File: src/rtl/rv_pkg.sv
/*
  rv32i core package
  Register and instruction word types, opcode and funct constants,
  and the ALU operation and writeback select encodings that the
  decoder, datapath and execute blocks share.
*/
package rv_pkg;

  // register width, fixed by the ISA
  localparam int xlen = 32;

  typedef logic [xlen-1:0] word_t;
  typedef logic [4:0]      reg_addr_t;
  typedef logic [6:0]      opcode_t;

  // major opcodes
  localparam opcode_t op_lui     = 7'b01_101_11;
  localparam opcode_t op_auipc   = 7'b00_101_11;
  localparam opcode_t op_jal     = 7'b11_011_11;
  localparam opcode_t op_jalr    = 7'b11_001_11;
  localparam opcode_t op_branch  = 7'b11_000_11;
  localparam opcode_t op_reg_imm = 7'b00_100_11;
  localparam opcode_t op_reg_reg = 7'b01_100_11;
  localparam opcode_t op_environ = 7'b11_100_11;

  // legal funct7 values; alt picks sub and arithmetic shift right
  localparam logic [6:0] funct7_base = 7'b000_0000;
  localparam logic [6:0] funct7_alt  = 7'b010_0000;

  typedef enum logic [3:0] {
    alu_add    = 4'd0,
    alu_sub    = 4'd1,
    alu_sll    = 4'd2,
    alu_slt    = 4'd3,
    alu_sltu   = 4'd4,
    alu_xor    = 4'd5,
    alu_srl    = 4'd6,
    alu_sra    = 4'd7,
    alu_or     = 4'd8,
    alu_and    = 4'd9,
    // lui result is the immediate itself
    alu_pass_b = 4'd10
  } alu_op_t;

  // writeback source
  typedef enum logic [1:0] {
    wb_alu  = 2'd0,
    wb_link = 2'd1
  } wb_sel_t;

endpackage

File: src/rtl/rv_regfile.sv
/*
  rv32i register file
  31 writable registers plus a hard-wired zero for x0.
  Two combinational read ports, one write port that lands on the
  rising clock edge.
*/
`timescale 1ns/10ps

module rv_regfile (
  input  logic              clk,
  input  logic              rst,
  input  rv_pkg::reg_addr_t rs1,
  input  rv_pkg::reg_addr_t rs2,
  output rv_pkg::word_t     rs1_data,
  output rv_pkg::word_t     rs2_data,
  input  logic              we,
  input  rv_pkg::reg_addr_t rd,
  input  rv_pkg::word_t     rd_data
);

  // no storage behind x0
  rv_pkg::word_t regs [1:31];

  assign rs1_data = (rs1 == 5'd0) ? '0 : regs[rs1];
  assign rs2_data = (rs2 == 5'd0) ? '0 : regs[rs2];

  always_ff @(posedge clk) begin
    if (rst) begin
      for (int i = 1; i < 32; i++) begin
        regs[i] <= '0;
      end
    end else if (we && rd != 5'd0) begin
      regs[rd] <= rd_data;
    end
  end

endmodule

File: src/rtl/rv_alu.sv
/*
  rv32i ALU
  Add, subtract, signed and unsigned set-less-than, logic ops,
  shifts by the low five bits of b, and a pass of b for lui.
*/
`timescale 1ns/10ps

module rv_alu (
  input  rv_pkg::alu_op_t op,
  input  rv_pkg::word_t   a,
  input  rv_pkg::word_t   b,
  output rv_pkg::word_t   y
);
  import rv_pkg::*;

  logic [4:0] shamt;
  logic       lt_signed;
  logic       lt_unsigned;

  assign shamt       = b[4:0];
  assign lt_signed   = $signed(a) < $signed(b);
  assign lt_unsigned = a < b;

  always_comb begin
    case (op)
      alu_add:    y = a + b;
      alu_sub:    y = a - b;
      alu_sll:    y = a << shamt;
      alu_slt:    y = {{(xlen-1){1'b0}}, lt_signed};
      alu_sltu:   y = {{(xlen-1){1'b0}}, lt_unsigned};
      alu_xor:    y = a ^ b;
      alu_srl:    y = a >> shamt;
      // sign bit fills from the left
      alu_sra:    y = word_t'($signed(a) >>> shamt);
      alu_or:     y = a | b;
      alu_and:    y = a & b;
      alu_pass_b: y = b;
      default:    y = '0;
    endcase
  end

endmodule

File: src/rtl/rv_decoder.sv
/*
  rv32i instruction decoder
  Splits the instruction word into register indices, builds the
  sign-extended immediate for the opcode's format and derives the
  ALU operation, operand selects, writeback control, control-flow
  flags, halt and the illegal-instruction flag.
*/
`timescale 1ns/10ps

module rv_decoder (
  input  rv_pkg::word_t     insn,
  output rv_pkg::reg_addr_t rs1,
  output rv_pkg::reg_addr_t rs2,
  output rv_pkg::reg_addr_t rd,
  output rv_pkg::word_t     imm,
  output rv_pkg::alu_op_t   alu_op,
  output logic              a_is_pc,
  output logic              b_is_imm,
  output logic              reg_we,
  output rv_pkg::wb_sel_t   wb_sel,
  output logic              branch,
  output logic              jal,
  output logic              jalr,
  output logic              halt,
  output logic              illegal
);
  import rv_pkg::*;

  opcode_t    opcode;
  logic [2:0] funct3;
  logic [6:0] funct7;
  word_t      imm_i;
  word_t      imm_b;
  word_t      imm_j;
  word_t      imm_u;

  // funct3 to ALU op, alt selects sub / sra
  function automatic alu_op_t alu_func(input logic [2:0] f3, input logic alt);
    case (f3)
      3'b000:  alu_func = alt ? alu_sub : alu_add;
      3'b001:  alu_func = alu_sll;
      3'b010:  alu_func = alu_slt;
      3'b011:  alu_func = alu_sltu;
      3'b100:  alu_func = alu_xor;
      3'b101:  alu_func = alt ? alu_sra : alu_srl;
      3'b110:  alu_func = alu_or;
      default: alu_func = alu_and;
    endcase
  endfunction

  assign opcode = insn[6:0];
  assign funct3 = insn[14:12];
  assign funct7 = insn[31:25];
  assign rd     = insn[11:7];
  assign rs1    = insn[19:15];
  assign rs2    = insn[24:20];

  // immediate formats, all sign-extended from bit 31
  assign imm_i = {{20{insn[31]}}, insn[31:20]};
  assign imm_b = {{20{insn[31]}}, insn[7], insn[30:25], insn[11:8], 1'b0};
  assign imm_j = {{12{insn[31]}}, insn[19:12], insn[20], insn[30:21], 1'b0};
  assign imm_u = {insn[31:12], 12'b0};

  always_comb begin
    imm      = imm_i;
    alu_op   = alu_add;
    a_is_pc  = 1'b0;
    b_is_imm = 1'b0;
    reg_we   = 1'b0;
    wb_sel   = wb_alu;
    branch   = 1'b0;
    jal      = 1'b0;
    jalr     = 1'b0;
    halt     = 1'b0;
    illegal  = 1'b0;
    case (opcode)
      op_lui: begin
        imm      = imm_u;
        alu_op   = alu_pass_b;
        b_is_imm = 1'b1;
        reg_we   = 1'b1;
      end
      op_auipc: begin
        imm      = imm_u;
        a_is_pc  = 1'b1;
        b_is_imm = 1'b1;
        reg_we   = 1'b1;
      end
      op_jal: begin
        imm    = imm_j;
        jal    = 1'b1;
        wb_sel = wb_link;
        reg_we = 1'b1;
      end
      op_jalr: begin
        if (funct3 == 3'b000) begin
          jalr   = 1'b1;
          wb_sel = wb_link;
          reg_we = 1'b1;
        end else begin
          illegal = 1'b1;
        end
      end
      op_branch: begin
        imm = imm_b;
        // funct3 010 and 011 are reserved
        if (funct3[2:1] == 2'b01) begin
          illegal = 1'b1;
        end else begin
          branch = 1'b1;
        end
      end
      op_reg_imm: begin
        b_is_imm = 1'b1;
        reg_we   = 1'b1;
        alu_op   = alu_func(funct3, funct3 == 3'b101 && funct7 == funct7_alt);
        // only the shifts carry a funct7 field
        if (funct3 == 3'b001 && funct7 != funct7_base) begin
          illegal = 1'b1;
        end
        if (funct3 == 3'b101 && funct7 != funct7_base && funct7 != funct7_alt) begin
          illegal = 1'b1;
        end
      end
      op_reg_reg: begin
        reg_we = 1'b1;
        alu_op = alu_func(funct3, funct7 == funct7_alt);
        if (!(funct7 == funct7_base ||
              (funct7 == funct7_alt && (funct3 == 3'b000 || funct3 == 3'b101)))) begin
          illegal = 1'b1;
        end
      end
      op_environ: begin
        // ecall only, every other field must be zero
        if (insn[31:7] == 25'd0) begin
          halt = 1'b1;
        end else begin
          illegal = 1'b1;
        end
      end
      default: begin
        illegal = 1'b1;
      end
    endcase
    if (illegal) begin
      reg_we = 1'b0;
    end
  end

endmodule

File: src/rtl/rv_branch_unit.sv
/*
  rv32i branch unit
  Evaluates the six branch conditions and picks the next PC:
  sequential, taken branch or jal, jalr, or hold while halted.
*/
`timescale 1ns/10ps

module rv_branch_unit (
  input  rv_pkg::word_t pc,
  input  rv_pkg::word_t rs1_data,
  input  rv_pkg::word_t rs2_data,
  input  rv_pkg::word_t imm,
  input  logic [2:0]    funct3,
  input  logic          branch,
  input  logic          jal,
  input  logic          jalr,
  input  logic          halt,
  output rv_pkg::word_t next_pc,
  output logic          taken
);
  import rv_pkg::*;

  word_t seq_pc;
  word_t rel_target;
  word_t jalr_target;
  logic  cond;

  assign seq_pc      = pc + 32'd4;
  assign rel_target  = pc + imm;
  // target bit 0 is always dropped
  assign jalr_target = (rs1_data + imm) & ~32'd1;

  always_comb begin
    case (funct3)
      3'b000:  cond = rs1_data == rs2_data;
      3'b001:  cond = rs1_data != rs2_data;
      3'b100:  cond = $signed(rs1_data) < $signed(rs2_data);
      3'b101:  cond = $signed(rs1_data) >= $signed(rs2_data);
      3'b110:  cond = rs1_data < rs2_data;
      3'b111:  cond = rs1_data >= rs2_data;
      default: cond = 1'b0;
    endcase
  end

  assign taken = branch && cond;

  always_comb begin
    if (halt) begin
      next_pc = pc;
    end else if (jalr) begin
      next_pc = jalr_target;
    end else if (jal || taken) begin
      next_pc = rel_target;
    end else begin
      next_pc = seq_pc;
    end
  end

endmodule

File: src/rtl/rv_core.sv
/*
  rv32i single-cycle core
  Fetches, decodes, executes and writes back one instruction per
  clock. Holds the PC, selects ALU operands and writeback data and
  drives the retirement trace. The PC stays put while halted.
*/
`timescale 1ns/10ps

module rv_core #(
  parameter rv_pkg::word_t reset_pc = 32'h0000_0000
) (
  input  logic              clk,
  input  logic              rst,
  output rv_pkg::word_t     pc,
  input  rv_pkg::word_t     insn,
  output logic              wb_en,
  output rv_pkg::reg_addr_t wb_rd,
  output rv_pkg::word_t     wb_data,
  output logic              halt,
  output logic              illegal
);
  import rv_pkg::*;

  reg_addr_t  rs1;
  reg_addr_t  rs2;
  reg_addr_t  rd;
  word_t      imm;
  alu_op_t    alu_op;
  logic       a_is_pc;
  logic       b_is_imm;
  logic       reg_we;
  wb_sel_t    wb_sel;
  logic       branch;
  logic       jal;
  logic       jalr;
  logic [2:0] funct3;
  word_t      rs1_data;
  word_t      rs2_data;
  word_t      alu_a;
  word_t      alu_b;
  word_t      alu_y;
  word_t      pc_plus4;
  word_t      next_pc;
  logic       taken;

  rv_decoder i_decoder (
    .insn     (insn),
    .rs1      (rs1),
    .rs2      (rs2),
    .rd       (rd),
    .imm      (imm),
    .alu_op   (alu_op),
    .a_is_pc  (a_is_pc),
    .b_is_imm (b_is_imm),
    .reg_we   (reg_we),
    .wb_sel   (wb_sel),
    .branch   (branch),
    .jal      (jal),
    .jalr     (jalr),
    .halt     (halt),
    .illegal  (illegal)
  );

  rv_regfile i_regfile (
    .clk      (clk),
    .rst      (rst),
    .rs1      (rs1),
    .rs2      (rs2),
    .rs1_data (rs1_data),
    .rs2_data (rs2_data),
    .we       (wb_en),
    .rd       (wb_rd),
    .rd_data  (wb_data)
  );

  // operand a is the pc only for auipc
  assign alu_a = a_is_pc ? pc : rs1_data;
  assign alu_b = b_is_imm ? imm : rs2_data;

  rv_alu i_alu (
    .op (alu_op),
    .a  (alu_a),
    .b  (alu_b),
    .y  (alu_y)
  );

  assign funct3 = insn[14:12];

  rv_branch_unit i_branch_unit (
    .pc       (pc),
    .rs1_data (rs1_data),
    .rs2_data (rs2_data),
    .imm      (imm),
    .funct3   (funct3),
    .branch   (branch),
    .jal      (jal),
    .jalr     (jalr),
    .halt     (halt),
    .next_pc  (next_pc),
    .taken    (taken)
  );

  // writeback and retirement trace
  assign pc_plus4 = pc + 32'd4;
  assign wb_en    = reg_we;
  assign wb_rd    = rd;
  assign wb_data  = (wb_sel == wb_link) ? pc_plus4 : alu_y;

  always_ff @(posedge clk) begin
    if (rst) begin
      pc <= reset_pc;
    end else begin
      pc <= next_pc;
    end
  end

endmodule

File: config.mk
export PLATFORM = sky130hd
export DESIGN_NAME = rv_core
export DESIGN_NICKNAME = d
export VERILOG_FILES = /design/src/rtl/rv_pkg.sv /design/src/rtl/rv_regfile.sv /design/src/rtl/rv_alu.sv /design/src/rtl/rv_decoder.sv /design/src/rtl/rv_branch_unit.sv /design/src/rtl/rv_core.sv
export SDC_FILE = /design/constraint.sdc
export NUM_CORES = 2
export LEC_CHECK = 0
export CORE_MARGIN = 2
export CORE_UTILIZATION = 45
export DETAILED_ROUTE_END_ITERATION = 16
export DONT_BUFFER_PORTS = 1
export GPL_TIMING_DRIVEN = 0
export PLACE_DENSITY_LB_ADDON = 0.25
export REMOVE_ABC_BUFFERS = 1
export SKIP_CTS_REPAIR_TIMING = 1
export SLEW_MARGIN = 25
export SYNTH_ARGS = -nofsm -noshare
export SYNTH_HDL_FRONTEND = slang
export SYNTH_HIERARCHICAL = 1
export SYNTH_SLANG_ARGS = --single-unit
export TNS_END_PERCENT = 100
File: constraint.sdc
create_clock -name clk -period 7 [get_ports clk]
set_clock_uncertainty 0.1 [all_clocks]
set_input_delay 0.35 -clock clk [delete_from_list [all_inputs] [get_ports clk]]
set_output_delay 0.35 -clock clk [all_outputs]
set_load 0.01 [all_outputs]
==> flow_summary.yaml <==
logic_synthesis:
  syn_area_sq_um: 71900
  yosysWarnings: 6
  netlist_instances: 6108
  syn_avg_cell_area_sq_um: 11.8
sta:
  worst_slew_pin_slew_ps: 1840
  worst_slew_margin_rel_pct: -22.6
  post-route-min-period_ps: 7690
  slew_violations: 188
  tns_ps: -9560
  setup_slack_ps: -690
  timing.final.crit_share_pct: 110
  hold_viol_final: 0
  timing.fmax_mhz: 130
  rsz0062_at_grt: "true"
  finalSetupViolCount: 46
setup_path:
  crit_fanout: 313
  worst_setup_path_end_kind: "primary output"
  crit_slowest_cell: "mux4_2"
  arrival_ps: 7240
  cp.required_ps: 6550
  cpMostUsedCell: "nor2_1"
  cp_top_family: "compound AO/OA/AOI/OAI gates"
  cp-start-kind: "input pin"
  worstPathCellList: "mux4_2 > nor2b_1 > a211oi_1 > nor4_2 > mux2_2 > inv_1 > ha_2 > nor2_1 > a221oi_1 > a21oi_2 > a31oi_1 > o41a_1 > o21a_2 > o31a_1 > o211a_1 > o211ai_1 > nor2_1 > a31oi_4 > buf_12 > buf_16"
  cpPeakStageDelay_ps: 1080
  worstSetupPathType: "in2out"
  cp_num_buf_inv: 3
routing:
  drtIter0Drc: 7020
  vias: 54300
  antenna_left: 0
  drc_errors: 0
  routed_wl_mm: 270
  wire_per_inst_um: 33.6
  routed_via_density: 6.76
  first_pass_iters: 9
global_route:
  grt_overflow: 0
  grt_pass1_wl_mm: 378
  grt.total_usage_pct: 32.0
  antenna_found_initial: 12
  grt_max_degree: 314
  grt_pass1_vias: 52900
cts:
  htreeDepth: 3
  root_buffer: "clkbuf_16"
  cts_buffer_depth: 3
  cts_buffers: 106
  cts_tree: "done"
  clock_latency_ps: 720
  clkSinkCount: 1056
  path_clk_slew_ps: 60
floorplan:
  die_y_um: 404
  rows: 146
  initial_utilization_pct: 45.3
  die_w_um: 404
  design.die.area_sq_um: 163000
  core-area_sq_um: 159000
  boundaryPins: 106
final_layout:
  fill_cells: 13600
  nets: 6101
  post-route-util_pct: 50.7
  layout-area-overhead-vs-synth_pct: 11.8
  drive_gt1_share_pct: 20.7
power:
  p_leak_nw: 29.3
  p_int_w: 0.0125
  comb_power_share_pct: 31.1
  peakVddDrop_mv: 0.203
  seq_power_share_pct: 39.1
  clockPowerShare_pct: 29.8
  pwr_density_cell_nw_per_um2: 233
  p_sw_share_pct: 33.6
  p_sw_w: 0.00631
job:
  max_cap_viol_count: 2
status:
  violations: "capacitance limit, slew limit, setup timing"
  status: "finished, violations left"
worst_hold_path:
  hold_path.class: "in2reg"
placed_design:
  place.gp.congestion: 1.04
  post-dp-hpwl_mm: 179
  port_buffers: 0
[state kept, by name (all words and copies together), names as in the netlist]
signal and flops:
pc 32, i_regfile/regs 1024
[through the flow]
step	hold slack, ps	power, W	area (sq um)	setup WS [ps]	cells
after floorplan	322	0.0103	69400	-2110	5578
after global placement	408	0.0121	72000	-10870	7650
after detailed placement	412	0.0128	75700	-1380	7791
after CTS	-347	0.0184	79000	-1820	7985
after global routing	185	0.0193	80400	-60.8	8026
final	102	0.0188	80400	-690	8031
[tightest hold or removal path, delay by kind of cell]
kind,cells,cell delay [ps]
simple gates,3,250
compound gates,2,250
[cell type report]
class | instances | area, sq um | share of cell area, %
Clock buffer | 140 | 2820 | 3.51
Antenna cell | 5 | 12.5 | 0.0156
Multi-Input combinational cell | 4363 | 39400 | 49.0
Timing Repair Buffer | 176 | 3050 | 3.79
Inverter | 165 | 647 | 0.805
Sequential cell | 1056 | 31400 | 39.0
Tap cell | 2072 | 2590 | 3.23
Clock inverter | 54 | 489 | 0.609
[power groups by stage]
stage	registers [W]	clock network [W]	logic, W
after floorplan	0.00741	0	0.00293
after global placement	0.00746	0	0.00463
after detailed placement	0.00747	0	0.00537
after CTS	0.00733	0.00565	0.00539
after global routing	0.00736	0.00589	0.00607
final	0.00734	0.00560	0.00583
[final timing paths]
| kind | slack, ps | to | start | cells after the start |
|---|---|---|---|---|
| max | -690 | wb_data[27] | insn[20] | 20 |
| min reg2reg | 700 | pc[29]$_SDFF_PP0_ | pc[29]$_SDFF_PP0_ | 3 |
| max reg2reg | 570 | i_regfile/regs[27][26]$_SDFFCE_PN0P_ | i_regfile/regs[31][31]$_SDFFCE_PN0P_ | 17 |
| min | 100 | pc[31]$_SDFF_PP0_ | insn[31] | 5 |
[cell usage in the layout (no fill, tap or decap), types with 33 or more instances in the layout]
| cell | n |
|---|---|
| mux2_2 | 98 |
| a22o_1 | 52 |
| buf_4 | 53 |
| edfxtp_1 | 1024 |
| nor2b_1 | 68 |
| and2_1 | 1020 |
| nor3_1 | 84 |
| nor2_4 | 35 |
| a21oi_1 | 218 |
| nor2_1 | 210 |
| buf_16 | 69 |
| a22oi_1 | 35 |
| inv_1 | 152 |
| conb_1 | 33 |
| mux4_2 | 490 |
| a21o_1 | 57 |
| ha_1 | 186 |
| mux2i_1 | 214 |
| nand2_1 | 277 |
| o22ai_1 | 109 |
| xnor2_1 | 56 |
| clkbuf_16 | 108 |
| xor2_1 | 37 |
| nand3_1 | 69 |
| a211oi_1 | 45 |
| o211ai_1 | 35 |
| or2_4 | 33 |
| o21ai_0 | 162 |
[layer usage]
layer / track usage, % / wire length (um) / vias up
met1: 40.5 / 99200 / 27600
met4: 15.2 / 13900 / 8
met3: 7.26 / 29300 / 691
met2: 52.2 / 127000 / 3230
met5: 0 / 61 / -
li1: - / - / 22800
(Power assumes the default switching activity.)
